`config.mk`:
```
export PLATFORM = sky130hd
export DESIGN_NAME = lcd_display_top
export DESIGN_NICKNAME = d
export VERILOG_FILES = /design/src/design/lcd_pkg.sv /design/src/design/lcd_bus_if.sv /design/src/design/button_sync.sv /design/src/design/display_control.sv /design/src/design/frame_tracker.sv /design/src/design/init_sequencer.sv /design/src/design/lcd_bus_arbiter.sv /design/src/design/lcd_display_top.sv /design/src/design/tile_painter.sv
export SDC_FILE = /design/constraint.sdc
export NUM_CORES = 1
export LEC_CHECK = 0
export BUFFER_PORTS_ARGS = -buffer_cell sky130_fd_sc_hd__buf_2
export CAP_MARGIN = 20
export CORE_MARGIN = 2
export CORE_UTILIZATION = 25
export DETAILED_ROUTE_END_ITERATION = 10
export PLACE_DENSITY_LB_ADDON = 0.25
export SLEW_MARGIN = 20
export SYNTH_ARGS = -nofsm -noshare
export SYNTH_HDL_FRONTEND = slang
export SYNTH_HIERARCHICAL = 1
export SYNTH_SLANG_ARGS = --single-unit
```
`constraint.sdc`:
```
create_clock -name clk -period 4.1 [get_ports clk]
set_clock_uncertainty 0.1 [all_clocks]
set_input_delay 0.41 -clock clk [delete_from_list [all_inputs] [get_ports clk]]
set_output_delay 0.41 -clock clk [all_outputs]
set_load 0.05 [all_outputs]
```
`src/design/lcd_pkg.sv`:
```
`default_nettype none

package lcd_pkg;

    // ======================================================================
    // types.
    // ======================================================================
    typedef enum logic [2:0] {
        EMPTY,
        HEAD,
        BODY,
        APPLE,
        BORDER
    } obj_t;

    typedef enum logic [1:0] {
        INIT,
        LOOP,
        UPDATE,
        OVER
    } ctrl_state_t;

    typedef enum logic [1:0] {
        SETUP,
        STROBE,
        FINISH
    } wr_phase_t;

    typedef struct packed {
        logic       dcx;  // 1 = data, 0 = command.
        logic [7:0] d;
    } lcd_byte_t;

    // ======================================================================
    // command opcodes and colours.
    // ======================================================================
    localparam logic [7:0] CMD_SWRESET  = 8'h01;
    localparam logic [7:0] CMD_SLPOUT   = 8'h11;
    localparam logic [7:0] CMD_COLMOD   = 8'h3A;
    localparam logic [7:0] CMD_DISPON   = 8'h29;
    localparam logic [7:0] CMD_CASET    = 8'h2A;
    localparam logic [7:0] CMD_PASET    = 8'h2B;
    localparam logic [7:0] CMD_RAMWR    = 8'h2C;
    localparam logic [7:0] PIXEL_FORMAT = 8'h55;  // 16 bits per pixel.

    localparam logic [15:0] COLOR_EMPTY  = 16'he581;
    localparam logic [15:0] COLOR_HEAD   = 16'hf0f8;
    localparam logic [15:0] COLOR_BODY   = 16'hf800;
    localparam logic [15:0] COLOR_APPLE  = 16'h00f8;
    localparam logic [15:0] COLOR_BORDER = 16'h0000;

endpackage

`default_nettype wire

```
`src/design/lcd_bus_if.sv`:
```
`timescale 1ns/10ps
`default_nettype none

interface lcd_bus_if import lcd_pkg::*; ();

    logic      req;
    logic      grant;
    lcd_byte_t byte_out;
    logic      wr;

    modport client (output req, output byte_out, output wr, input grant);
    modport arbiter (input req, input byte_out, input wr, output grant);

endinterface

`default_nettype wire

```
`src/design/button_sync.sv`:
```
`timescale 1ns/10ps
`default_nettype none

module button_sync (
    input  logic clk,
    input  logic nrst,
    input  logic btn,
    output logic rise
);

    logic [1:0] sync_q;
    logic       last_q;

    always_ff @(posedge clk or negedge nrst) begin
        if (!nrst) begin
            sync_q <= 2'b00;
            last_q <= 1'b0;
            rise   <= 1'b0;
        end else begin
            sync_q <= {sync_q[0], btn};
            last_q <= sync_q[1];
            rise   <= sync_q[1] & ~last_q;  // one cycle per press.
        end
    end

endmodule

`default_nettype wire

```
`src/design/display_control.sv`:
```
`timescale 1ns/10ps
`default_nettype none

module display_control import lcd_pkg::*; (
    input  logic clk,
    input  logic nrst,
    input  logic init_done,
    input  logic paint_done,
    input  logic cell_changed,
    input  logic game_over,
    input  logic restart_pulse,
    output logic init_start,
    output logic paint_start,
    output logic scan_en,
    output logic frame_clear
);

    ctrl_state_t state;
    ctrl_state_t next_state;
    ctrl_state_t prev_state;

    always_ff @(posedge clk or negedge nrst) begin
        if (!nrst) begin
            state      <= INIT;
            prev_state <= OVER;  // makes the first cycle an INIT entry.
        end else begin
            state      <= next_state;
            prev_state <= state;
        end
    end

    always_comb begin
        next_state = state;
        case (state)
            INIT: if (init_done) next_state = LOOP;
            LOOP: begin
                if (game_over)
                    next_state = OVER;
                else if (cell_changed)
                    next_state = UPDATE;
            end
            UPDATE: if (paint_done) next_state = LOOP;
            OVER:   if (restart_pulse) next_state = INIT;
            default: next_state = INIT;
        endcase
    end

    // start pulses on state entry.
    assign init_start  = (state == INIT) && (prev_state != INIT);
    assign paint_start = (state == UPDATE) && (prev_state != UPDATE);

    assign scan_en     = (state == LOOP) && !cell_changed && !game_over;
    assign frame_clear = (state == INIT) || (state == OVER);  // frame empty until the scan.

endmodule

`default_nettype wire

```
`src/design/frame_tracker.sv`:
```
`timescale 1ns/10ps
`default_nettype none

module frame_tracker import lcd_pkg::*; #(
    parameter int GRID_W = 16,
    parameter int GRID_H = 12
) (
    input  logic       clk,
    input  logic       nrst,
    input  logic       scan_en,
    input  logic       frame_clear,
    input  logic       head,
    input  logic       body,
    input  logic       apple,
    input  logic       border,
    output logic [3:0] x,
    output logic [3:0] y,
    output obj_t       cell_obj,
    output logic       cell_changed
);

    obj_t frame [GRID_H][GRID_W];  // last object painted per cell.
    obj_t stored;

    // ======================================================================
    // scan counters.
    // ======================================================================
    always_ff @(posedge clk or negedge nrst) begin
        if (!nrst) begin
            x <= 4'd0;
            y <= 4'd0;
        end else if (frame_clear) begin
            x <= 4'd0;
            y <= 4'd0;
        end else if (scan_en) begin
            if (x == 4'(GRID_W - 1)) begin
                x <= 4'd0;
                y <= (y == 4'(GRID_H - 1)) ? 4'd0 : y + 4'd1;
            end else begin
                x <= x + 4'd1;
            end
        end
    end

    // ======================================================================
    // object priority and change detection.
    // ======================================================================
    always_comb begin
        if (border)
            cell_obj = BORDER;
        else if (head)
            cell_obj = HEAD;
        else if (body)
            cell_obj = BODY;
        else if (apple)
            cell_obj = APPLE;
        else
            cell_obj = EMPTY;
    end

    assign stored       = frame[y][x];
    assign cell_changed = (stored != cell_obj);

    always_ff @(posedge clk) begin
        if (frame_clear)
            frame <= '{default: EMPTY};
        else
            frame[y][x] <= cell_obj;  // x,y hold while a repaint runs.
    end

endmodule

`default_nettype wire

```
`src/design/init_sequencer.sv`:
```
`timescale 1ns/10ps
`default_nettype none

module init_sequencer import lcd_pkg::*; #(
    parameter int GRID_W      = 16,
    parameter int GRID_H      = 12,
    parameter int TILE_PX     = 20,
    parameter int WAIT_CYCLES = 60000
) (
    input  logic          clk,
    input  logic          nrst,
    input  logic          start,
    lcd_bus_if.client     bus,
    output logic          done
);

    localparam int CLEAR_BYTES = 2 * GRID_W * GRID_H * TILE_PX * TILE_PX;
    localparam int PIX_W       = $clog2(CLEAR_BYTES + 1);
    localparam int WAIT_W      = $clog2(WAIT_CYCLES + 1);
    localparam logic [4:0]  STEP_PIX = 5'd16;  // first pixel step.
    localparam logic [15:0] COL_END  = 16'(GRID_W * TILE_PX - 1);
    localparam logic [15:0] PAGE_END = 16'(GRID_H * TILE_PX - 1);

    wr_phase_t         phase;
    logic              busy;
    logic              waiting;
    logic [4:0]        step;
    logic [PIX_W-1:0]  pix_cnt;
    logic [WAIT_W-1:0] wait_cnt;
    lcd_byte_t         cur;

    // ======================================================================
    // command list.
    // ======================================================================
    always_comb begin
        case (step)
            5'd0:    cur = {1'b0, CMD_SWRESET};
            5'd1:    cur = {1'b0, CMD_SLPOUT};
            5'd2:    cur = {1'b0, CMD_COLMOD};
            5'd3:    cur = {1'b1, PIXEL_FORMAT};
            5'd4:    cur = {1'b0, CMD_DISPON};
            5'd5:    cur = {1'b0, CMD_CASET};
            5'd6:    cur = {1'b1, 8'h00};
            5'd7:    cur = {1'b1, 8'h00};
            5'd8:    cur = {1'b1, COL_END[15:8]};
            5'd9:    cur = {1'b1, COL_END[7:0]};
            5'd10:   cur = {1'b0, CMD_PASET};
            5'd11:   cur = {1'b1, 8'h00};
            5'd12:   cur = {1'b1, 8'h00};
            5'd13:   cur = {1'b1, PAGE_END[15:8]};
            5'd14:   cur = {1'b1, PAGE_END[7:0]};
            5'd15:   cur = {1'b0, CMD_RAMWR};
            default: cur = {1'b1, pix_cnt[0] ? COLOR_EMPTY[15:8] : COLOR_EMPTY[7:0]};
        endcase
    end

    // ======================================================================
    // byte emission.
    // ======================================================================
    always_ff @(posedge clk or negedge nrst) begin
        if (!nrst) begin
            busy     <= 1'b0;
            waiting  <= 1'b0;
            phase    <= SETUP;
            step     <= 5'd0;
            pix_cnt  <= '0;
            wait_cnt <= '0;
        end else if (!busy) begin
            if (start) begin
                busy    <= 1'b1;
                step    <= 5'd0;
                pix_cnt <= '0;
                phase   <= SETUP;
            end
        end else if (waiting) begin
            if (wait_cnt == WAIT_W'(WAIT_CYCLES - 1)) begin
                waiting <= 1'b0;
                step    <= step + 5'd1;
            end else begin
                wait_cnt <= wait_cnt + 1'b1;
            end
        end else begin
            case (phase)
                SETUP: if (bus.grant) phase <= STROBE;
                STROBE: begin
                    phase <= SETUP;
                    if (step == 5'd0 || step == 5'd1) begin
                        waiting  <= 1'b1;  // after SWRESET and SLPOUT.
                        wait_cnt <= '0;
                    end else if (step != STEP_PIX) begin
                        step <= step + 5'd1;
                    end else if (pix_cnt == PIX_W'(CLEAR_BYTES - 1)) begin
                        phase <= FINISH;
                    end else begin
                        pix_cnt <= pix_cnt + 1'b1;
                    end
                end
                FINISH: begin
                    busy  <= 1'b0;
                    phase <= SETUP;
                end
                default: phase <= SETUP;
            endcase
        end
    end

    assign bus.req      = busy;
    assign bus.byte_out = cur;
    assign bus.wr       = (phase == STROBE);
    assign done         = (phase == FINISH);

endmodule

`default_nettype wire

```
`src/design/lcd_bus_arbiter.sv`:
```
`timescale 1ns/10ps
`default_nettype none

module lcd_bus_arbiter import lcd_pkg::*; (
    input  logic       clk,
    input  logic       nrst,
    lcd_bus_if.arbiter init_bus,
    lcd_bus_if.arbiter paint_bus,
    output lcd_byte_t  pin_byte,
    output logic       pin_wr
);

    typedef enum logic [1:0] {
        OWN_NONE,
        OWN_INIT,
        OWN_PAINT
    } owner_t;

    owner_t owner;

    // owner locks until its client lets go of req.
    always_ff @(posedge clk or negedge nrst) begin
        if (!nrst) begin
            owner <= OWN_NONE;
        end else begin
            case (owner)
                OWN_NONE: begin
                    if (init_bus.req)
                        owner <= OWN_INIT;  // init wins a tie.
                    else if (paint_bus.req)
                        owner <= OWN_PAINT;
                end
                OWN_INIT:  if (!init_bus.req) owner <= OWN_NONE;
                OWN_PAINT: if (!paint_bus.req) owner <= OWN_NONE;
                default:   owner <= OWN_NONE;
            endcase
        end
    end

    assign init_bus.grant  = (owner == OWN_INIT);
    assign paint_bus.grant = (owner == OWN_PAINT);

    always_comb begin
        case (owner)
            OWN_INIT: begin
                pin_byte = init_bus.byte_out;
                pin_wr   = init_bus.wr;
            end
            OWN_PAINT: begin
                pin_byte = paint_bus.byte_out;
                pin_wr   = paint_bus.wr;
            end
            default: begin
                pin_byte = '0;
                pin_wr   = 1'b0;
            end
        endcase
    end

endmodule

`default_nettype wire

```
`src/design/lcd_display_top.sv`:
```
`timescale 1ns/10ps
`default_nettype none

module lcd_display_top import lcd_pkg::*; #(
    parameter int GRID_W      = 16,
    parameter int GRID_H      = 12,
    parameter int TILE_PX     = 20,
    parameter int WAIT_CYCLES = 60000
) (
    input  logic       clk,
    input  logic       nrst,
    input  logic       head,
    input  logic       body,
    input  logic       apple,
    input  logic       border,
    input  logic       game_over,
    input  logic       restart_btn,
    output logic [3:0] x,
    output logic [3:0] y,
    output logic [7:0] d,
    output logic       dcx,
    output logic       wr
);

    logic      restart_pulse;
    logic      init_start;
    logic      init_done;
    logic      paint_start;
    logic      paint_done;
    logic      scan_en;
    logic      frame_clear;
    logic      cell_changed;
    obj_t      cell_obj;
    lcd_byte_t pin_byte;

    lcd_bus_if init_bus ();
    lcd_bus_if paint_bus ();

    button_sync button_sync_i (
        .clk  (clk),
        .nrst (nrst),
        .btn  (restart_btn),
        .rise (restart_pulse)
    );

    display_control display_control_i (
        .clk           (clk),
        .nrst          (nrst),
        .init_done     (init_done),
        .paint_done    (paint_done),
        .cell_changed  (cell_changed),
        .game_over     (game_over),
        .restart_pulse (restart_pulse),
        .init_start    (init_start),
        .paint_start   (paint_start),
        .scan_en       (scan_en),
        .frame_clear   (frame_clear)
    );

    frame_tracker #(
        .GRID_W (GRID_W),
        .GRID_H (GRID_H)
    ) frame_tracker_i (
        .clk          (clk),
        .nrst         (nrst),
        .scan_en      (scan_en),
        .frame_clear  (frame_clear),
        .head         (head),
        .body         (body),
        .apple        (apple),
        .border       (border),
        .x            (x),
        .y            (y),
        .cell_obj     (cell_obj),
        .cell_changed (cell_changed)
    );

    init_sequencer #(
        .GRID_W      (GRID_W),
        .GRID_H      (GRID_H),
        .TILE_PX     (TILE_PX),
        .WAIT_CYCLES (WAIT_CYCLES)
    ) init_sequencer_i (
        .clk   (clk),
        .nrst  (nrst),
        .start (init_start),
        .bus   (init_bus),
        .done  (init_done)
    );

    tile_painter #(
        .TILE_PX (TILE_PX)
    ) tile_painter_i (
        .clk   (clk),
        .nrst  (nrst),
        .start (paint_start),
        .x     (x),
        .y     (y),
        .obj   (cell_obj),
        .bus   (paint_bus),
        .done  (paint_done)
    );

    lcd_bus_arbiter lcd_bus_arbiter_i (
        .clk       (clk),
        .nrst      (nrst),
        .init_bus  (init_bus),
        .paint_bus (paint_bus),
        .pin_byte  (pin_byte),
        .pin_wr    (wr)
    );

    assign d   = pin_byte.d;
    assign dcx = pin_byte.dcx;

endmodule

`default_nettype wire

```
`src/design/tile_painter.sv`:
```
`timescale 1ns/10ps
`default_nettype none

module tile_painter import lcd_pkg::*; #(
    parameter int TILE_PX = 20
) (
    input  logic          clk,
    input  logic          nrst,
    input  logic          start,
    input  logic [3:0]    x,
    input  logic [3:0]    y,
    input  obj_t          obj,
    lcd_bus_if.client     bus,
    output logic          done
);

    localparam int PIX_BYTES = 2 * TILE_PX * TILE_PX;
    localparam int PIX_W     = $clog2(PIX_BYTES + 1);
    localparam logic [3:0] BYTE_PIX = 4'd11;  // header done, pixels follow.

    wr_phase_t        phase;
    logic             busy;
    logic [3:0]       byte_cnt;
    logic [PIX_W-1:0] pix_cnt;
    logic [3:0]       x_q;
    logic [3:0]       y_q;
    obj_t             obj_q;
    logic [15:0]      col_s;
    logic [15:0]      col_e;
    logic [15:0]      page_s;
    logic [15:0]      page_e;
    logic [15:0]      color;
    lcd_byte_t        cur;

    always_ff @(posedge clk) begin
        if (start && !busy) begin
            x_q   <= x;
            y_q   <= y;
            obj_q <= obj;
        end
    end

    // ======================================================================
    // window and colour bytes.
    // ======================================================================
    always_comb begin
        col_s  = 16'(x_q * TILE_PX);
        col_e  = 16'((x_q + 1) * TILE_PX - 1);
        page_s = 16'(y_q * TILE_PX);
        page_e = 16'((y_q + 1) * TILE_PX - 1);
        case (obj_q)
            HEAD:    color = COLOR_HEAD;
            BODY:    color = COLOR_BODY;
            APPLE:   color = COLOR_APPLE;
            BORDER:  color = COLOR_BORDER;
            default: color = COLOR_EMPTY;
        endcase
        case (byte_cnt)
            4'd0:    cur = {1'b0, CMD_CASET};
            4'd1:    cur = {1'b1, col_s[15:8]};
            4'd2:    cur = {1'b1, col_s[7:0]};
            4'd3:    cur = {1'b1, col_e[15:8]};
            4'd4:    cur = {1'b1, col_e[7:0]};
            4'd5:    cur = {1'b0, CMD_PASET};
            4'd6:    cur = {1'b1, page_s[15:8]};
            4'd7:    cur = {1'b1, page_s[7:0]};
            4'd8:    cur = {1'b1, page_e[15:8]};
            4'd9:    cur = {1'b1, page_e[7:0]};
            4'd10:   cur = {1'b0, CMD_RAMWR};
            default: cur = {1'b1, pix_cnt[0] ? color[15:8] : color[7:0]};  // low first.
        endcase
    end

    // ======================================================================
    // byte emission.
    // ======================================================================
    always_ff @(posedge clk or negedge nrst) begin
        if (!nrst) begin
            busy     <= 1'b0;
            phase    <= SETUP;
            byte_cnt <= 4'd0;
            pix_cnt  <= '0;
        end else if (!busy) begin
            if (start) begin
                busy     <= 1'b1;
                phase    <= SETUP;
                byte_cnt <= 4'd0;
                pix_cnt  <= '0;
            end
        end else begin
            case (phase)
                SETUP: if (bus.grant) phase <= STROBE;
                STROBE: begin
                    phase <= SETUP;
                    if (byte_cnt != BYTE_PIX)
                        byte_cnt <= byte_cnt + 4'd1;
                    else if (pix_cnt == PIX_W'(PIX_BYTES - 1))
                        phase <= FINISH;
                    else
                        pix_cnt <= pix_cnt + 1'b1;
                end
                FINISH: begin
                    busy  <= 1'b0;
                    phase <= SETUP;
                end
                default: phase <= SETUP;
            endcase
        end
    end

    assign bus.req      = busy;
    assign bus.byte_out = cur;
    assign bus.wr       = (phase == STROBE);
    assign done         = (phase == FINISH);

endmodule

`default_nettype wire

```
Word-level counts from Yosys, hierarchy flattened
Cells that the tools add are included.
{"block": "word_totals", "ff_bits": 665, "latchBits": 0, "ramBits": 0, "romBits": 0, "inputBits": 8, "mem_count": 0}
{"block": "op_classes", "add_sub_neg": 11, "n_mul": 4, "div": 0, "magnitude_cmp": 4, "n_eq_ne": 70, "n_shift": 0, "mux": 92, "n_bitwise": 4, "n_reduce_logical": 36}
{"cell": "$bwmux W576", "n": 1}
{"cell": "$bmux W48 S4", "n": 1}
{"cell": "$demux W48 S4", "n": 1}
{"cell": "$mux W48", "n": 3}
{"cell": "$mux W18", "n": 7}
{"cell": "$pmux W9 S12", "n": 1}
{"cell": "$pmux W9 S11", "n": 1}
{"cell": "$mul A32 B3 Y14 const B", "n": 2}
{"cell": "$mux W16", "n": 4}
{"cell": "$pmux W16 S4", "n": 1}
{"cell": "$mux W10", "n": 5}
{"cell": "$mux W2", "n": 22}
{"cell": "$mux W4", "n": 11}
{"cell": "$eq A5 B4 Y1 const B", "n": 8}
{"cell": "$mux W5", "n": 7}
{"cell": "$sub A16 B1 Y16 const B", "n": 2}
{"cell": "$ne A2 B2 Y1 const B", "n": 12}
{"cell": "$eq A4 B4 Y1 const B", "n": 5}
{"cell": "$eq A5 B3 Y1 const B", "n": 4}
{"cell": "$add A18 B1 Y18 const B", "n": 1}
{"cell": "$eq A18 B18 Y1 const B", "n": 1}
{"cell": "$mux W3", "n": 6}
{"cell": "$pmux W9 S2", "n": 1}
{"cell": "$add A16 B1 Y16 const B", "n": 1}
{"cell": "other kinds (50)", "n": 113}

Depth between registers and ports, before layout
{"block": "depth", "ltp_word": 13, "ltp_mapped": 19, "depth_no_buf": 14}

By module
The synthesis kept the hierarchy.
{"module": "frame_tracker", "n_inst": 1, "cells_per_inst": 3361, "area_per_inst_um2": 27098.5, "seq_area_each_um2": 11731.3}
{"module": "init_sequencer", "n_inst": 1, "cells_per_inst": 307, "area_per_inst_um2": 2791.4, "seq_area_each_um2": 1076.0}
{"module": "tile_painter", "n_inst": 1, "cells_per_inst": 298, "area_per_inst_um2": 2735.1, "seq_area_each_um2": 755.7}
{"module": "lcd_bus_arbiter", "n_inst": 1, "cells_per_inst": 39, "area_per_inst_um2": 311.5, "seq_area_each_um2": 50.0}
{"module": "display_control", "n_inst": 1, "cells_per_inst": 26, "area_per_inst_um2": 256.5, "seq_area_each_um2": 102.6}
{"module": "button_sync", "n_inst": 1, "cells_per_inst": 5, "area_per_inst_um2": 113.9, "seq_area_each_um2": 100.1}

Worst setup path after synthesis
Ideal clock, no wire load.
{"block": "synth_path", "path_type": "register -> register", "start": "register frame_tracker_i.y[0]", "end": "register frame_tracker_i.y[2]", "setup_time_ns": 0.132, "arrival_ns": 4.065, "t_required_ns": 3.868, "path_slack_ns": -0.197, "stages_incl_launch_ff": 19, "path_buffers": 5, "path_cell_list": "dfrtp_1 > buf_6 > buf_12 > buf_12 > buf_6 > buf_4 > mux2i_1 > a2111oi_0 > o211ai_2 > a31oi_1 > nor4_4 > xnor2_1 > a311o_1 > nor3b_1 > inv_1 > nor2_1 > nand2_1 > mux2i_1 > nor2_1"}
{"block": "synth_via", "elab_chain_len": 13}
{"item": "from (decl)", "line": "frame_tracker.sv:17", "text": "output logic [3:0] y,"}
{"item": "from (signal assigned)", "line": "frame_tracker.sv:38", "text": "y <= (y == 4'(GRID_H - 1)) ? 4'd0 : y + 4'd1;"}
{"item": "$not A4 Y5 (implied by the code)", "line": "frame_tracker.sv:61", "text": "assign stored = frame[y][x];"}
{"item": "$bmux W48 S4", "line": "frame_tracker.sv:61"}
{"item": "$mux W48 (implied by the code) (2 in series)", "line": "frame_tracker.sv:61"}
{"item": "$bmux W3 S4", "line": "frame_tracker.sv:61"}
{"item": "$mux W3 (implied by the code) (2 in series)", "line": "frame_tracker.sv:61"}
{"item": "$ne A3 B3 Y1", "line": "frame_tracker.sv:62", "text": "assign cell_changed = (stored != cell_obj);"}
{"item": "via cell_changed", "line": "lcd_display_top.sv:32", "text": "logic cell_changed;"}
{"item": "$logic_not A1 Y1", "line": "display_control.sv:52", "text": "assign scan_en = (state == LOOP) && !cell_changed && !game_over;"}
{"item": "$logic_and A1 B1 Y1 (2 in series)", "line": "display_control.sv:52"}
{"item": "via scan_en", "line": "lcd_display_top.sv:30", "text": "logic scan_en;"}
{"item": "$reduce_bool A2 Y1 (no line)"}
{"item": "$reduce_and A2 Y1 (no line)"}
The timed path passes the listed nets, and every way through them passes these cells. The select of a mux whose other input is x is not followed.
A chain may end at the register's enable or synchronous reset.

==> summary.md <==
| Metric | Value |
|---|---|
| Syn nets | `about 4100` |
| Slew margin rel. | `23.2%` |
| DRT Wirelength | `113000 um` |
| Via density | `5.07` |
| Register area | `13800 um2` |
| Area of the multi-input gates | `18100 um2` |
| Status | `finished with violations` |
| R2R setup slack | `0.02 ns` |
| Max_cap viols | `0` |
| Layer with the highest usage | `met2` |
| WP data required | `approximately 3.6 ns` |
| Gr ovfl total | `0` |
| Crit path DAT | `3.91 ns` |
| Hold WC Path Type | `in -> reg` |
| Top cells by area, synth | `dfxtp_1 35%, a21oi_1 9.3%, nand2_1 7.8%` |
| Mean Syn Cell Area | `8.25 um2` |
| Initial antenna violation count | `2` |
| Clk_lat worst skew | `0.65 ns` |
| Final TNS setup | `-1.39 ns` |
| Starting Density | `between 20% and 30%` |
| Area growth, synth to finish | `18.4%` |
| Max FO, Critical Path | `4` |
| Setup crit start | `tile_painter_i/x_q[1]` |
| H-tree levels | `3` |
| Cell Area, Synth | `about 33000 um2` |
| GR met2 Demand/Resource | `24.6%` |
| Core area | `132000 um2` |
| Final core occ | `29.9%` |
| Hold Slack | `about 0.085 ns` |
| Hold EP | `frame_tracker_i/frame[422]` |
| GR Util All Layers | `15.9%` |
| Wire per inst | `19.4 um` |
| Tcrit/Tclk final | `108%` |
| Root Buffer | `clkbuf_16` |
| Num CTS Buffers | `80` |
| Port Buffers | `25` |
| Fin. Hold Viols | `0` |
| Cells on Worst Hold Path | `3` |
| Routed Antenna Nets | `0` |
| Clock sinks | `665` |
| Failing checks | `negative setup slack` |
| Origin of the critical flop-to-flop path | `frame_tracker_i/y[1]` |
| Fillers | `roughly 14000` |
| Row Count | `133` |
| RR Endpoint | `frame_tracker_i/y[3]` |
| Worst reg2reg path depth | `15` |
| Leak | `0.0139 uW` |
| Endpoint class of the critical path | `primary output` |
| First-pass GRT wire length | `roughly 170000 um` |
| WS Path Type | `reg -> out` |
| Ratio of cells with drive above 1 in the final layout | `15.3%` |
| CTS clock-pin slew for the worst setup and hold paths | `about 0.060 ns` |
| 1st-iter DRT viols | `around 2700` |
| Setup WS pre-CTS | `-0.135 ns` |
| # diodes | `0` |
| Cells after synthesis | `~4000` |
| Async SR Flop Fraction | `11.7%` |
| DP HPWL | `70600 um` |
| Synth warnings | `6` |
| Unique masters post-synth | `around 110` |
| Final slew viol count | `0` |
| First-pass DRT Iterations | `5` |
| # DRC | `0` |
| TritonCTS clock tree | `yes` |
| Die Height | `approximately 370 um` |
| Routability cong. | `0.851` |
| Fin crit period | `4.42 ns` |
| CTS Buffer Depth | `3` |
| Seq/Total Area, Yosys | `41.5%` |
| Peak VDD IR | `~0.00029 V` |
| Ports | `26` |
| Area leader, netlist | `dfxtp_1` |
| Final setup margin | `-0.316 ns` |
| Share of the synthesized area in the top cell type | `about a third` |
| Ys flop type | `dfxtp_1` |
| Met1 Use GR | `22.7%` |
| Die Width | `approximately 370 um` |
| Fin nets | `4078` |
| RSZ-0062 raised after global routing | `yes` |
| Via count | `29600` |
| Cell area power density | `348 nW/um2` |
| Startpoint of the worst hold path | `border` |
| Post-synth EDFFs | `11` |
| Largest net degree at the start of global routing | `between 150 and 200` |
| Critical path launch point type | `flop` |
| GR Util met3 | `roughly 2.7%` |
| Fmax | `226 MHz` |
| Final setup violating endpoints | `7` |
| Vias in the first global route | `roughly 27000` |
| Die area | `136000 um2` |
| Measured slew at the worst slew-check pin | `1.15 ns` |
| #FFs+latches synth | `roughly 670` |
-- Yosys cell counts (4+ instances only) --
library cell / instances
ha_1: 51
mux4_2: 85
and2_1: 21
buf_6: 16
clkbuf_1: 307
a21oi_1: 617
fa_1: 4
edfxtp_1: 11
o32ai_1: 4
inv_1: 47
nand3b_1: 5
a22o_1: 7
a22oi_1: 38
a221oi_1: 23
nor4_1: 10
o21ai_0: 502
buf_1: 11
or3_1: 5
mux2i_1: 156
a31oi_1: 6
a21boi_0: 4
xnor2_1: 34
buf_4: 19
buf_12: 4
buf_2: 21
xor2_1: 19
nor3_1: 17
nand2_1: 688
dfxtp_1: 576
nor2_1: 259
dfrtp_1: 76
o21ai_1: 9
or2_2: 4
and3_1: 10
nand4_1: 10
nand2b_1: 11
nor2b_1: 36
and4_1: 5
o211ai_1: 21
nand3_1: 159
o22ai_1: 17
-- kinds of logic (layout without fill, tap and decap cells) --
kind of cell / count (synthesis) / after routing / synth area share (%)
AOI/OAI and AO/OA: 1306 / 1306 / 21.4
and+or+nand+nor: 1279 / 1279 / 16.9
DFF: 665 / 665 / 41.5
buffers and inverters: 429 / 472 / 5.69
muxes: 246 / 246 / 10.7
xor gates and xnor gates: 56 / 56 / 1.57
adders and majority gates: 55 / 55 / 2.16
-- critical path: stages (launching register included) --
cell and delay (ns):
edfxtp_1 0.44, ha_2 0.24, xnor2_2 0.14, inv_1 0.06
ha_1 0.33, ha_1 0.32, a221oi_2 0.31, xnor2_1 0.20
nor4b_4 0.08, or4b_1 0.58, o211ai_1 0.14, a22oi_1 0.12
nor2b_2 0.15, buf_6 0.16
-- layout make-up --
| type | count | share of cell area (%) |
|---|---|---|
| tap | 1755 | 5.57 |
| sequential | 665 | 35.1 |
| clock inverter | 28 | 0.562 |
| clock buffer | 118 | 5.90 |
| multi-input combinational | 2942 | 45.8 |
| timing repair buffer | 276 | 6.58 |
| inverter | 50 | 0.508 |
-- cell usage in the layout, fill, tap and decap left out, drive strengths merged, types with 5 or more instances in the layout --
cell type  Yosys  layout
mux2i        156     156
o21ai        512     512
nand2b        11      11
buf           71     269
dfrtp         76      76
a22o           7       7
edfxtp        11      11
xor2          19      19
nor4          12      12
ha            51      51
and2          22      22
o211ai        22      22
and3          10      10
nand3b         5       5
o22ai         19      19
nor3          18      18
a21oi        619     619
nor2b         37      37
and4           5       5
or3            5       5
a21boi         5       5
or2            5       5
dfxtp        576     576
nand3        161     161
nand4         12      12
clkbuf       308     122
a31oi          6       6
a221oi        23      23
mux4          88      88
nor2         260     260
xnor2         36      36
nor3b          5       5
a22oi         39      39
inv           49      53
clkinv         1      22
nand2        688     688
nor4b          6       6
-- flip-flops by register name (all words and copies together), names as in the netlist, 3 cells and up --
register / flops
frame_tracker_i/frame: 576
init_sequencer_i/pix_cnt: 18
init_sequencer_i/wait_cnt: 16
tile_painter_i/pix_cnt: 10
init_sequencer_i/step: 5
frame_tracker_i/x: 4
frame_tracker_i/y: 4
tile_painter_i/byte_cnt: 4
tile_painter_i/x_q: 4
tile_painter_i/y_q: 4
tile_painter_i/obj_q: 3
-- where the power goes --
part / internal (uW) / switching, uW
registers: 6510 / 13.8
logic: 56.5 / 179
clock network: 4010 / 2960
total: 10600 / 3160
-- routing by layer --
| metal | routed length [um] | vias to the layer above |
|---|---|---|
| li1 | - | 14200 |
| met1 | 53100 | 14400 |
| met2 | 51100 | 820 |
| met3 | 6460 | 160 |
| met4 | 2740 | 0 |
| met5 | 0 | - |
-- worst max path at each step --
| stage | slack [ns] | end |
|---|---|---|
| 6_report | -0.32 | d[1] |
| 5_1_grt | -0.50 | d[0] |
| 4_1_cts | -0.32 | d[1] |
| 3_5_place_dp | -0.13 | frame_tracker_i/y[2] |
| 3_3_place_gp | -0.19 | frame_tracker_i/y[2] |
| 2_1_floorplan | 0.002 | d[6] |
-- through the flow --
stage / total power [uW] / cell area, um2 / cells
finish: 13700 / 39400 / 5834
global route: 14200 / 39400 / 5834
detailed placement: 6900 / 35800 / 5640
CTS: 13900 / 38700 / 5798
global placement: 6900 / 35800 / 5640
floorplan: 6790 / 33300 / 4036
-- repair_timing --
item                       CTS  global route
gates resized for setup     36            95
buffers inserted             6            32
pin swaps                   10            35
setup endpoints to repair   16            17
hold buffers                 3             0
cloned                       3             4
hold endpoints to repair    58             0
No activity file was read; power rests on OpenSTA's default activity.
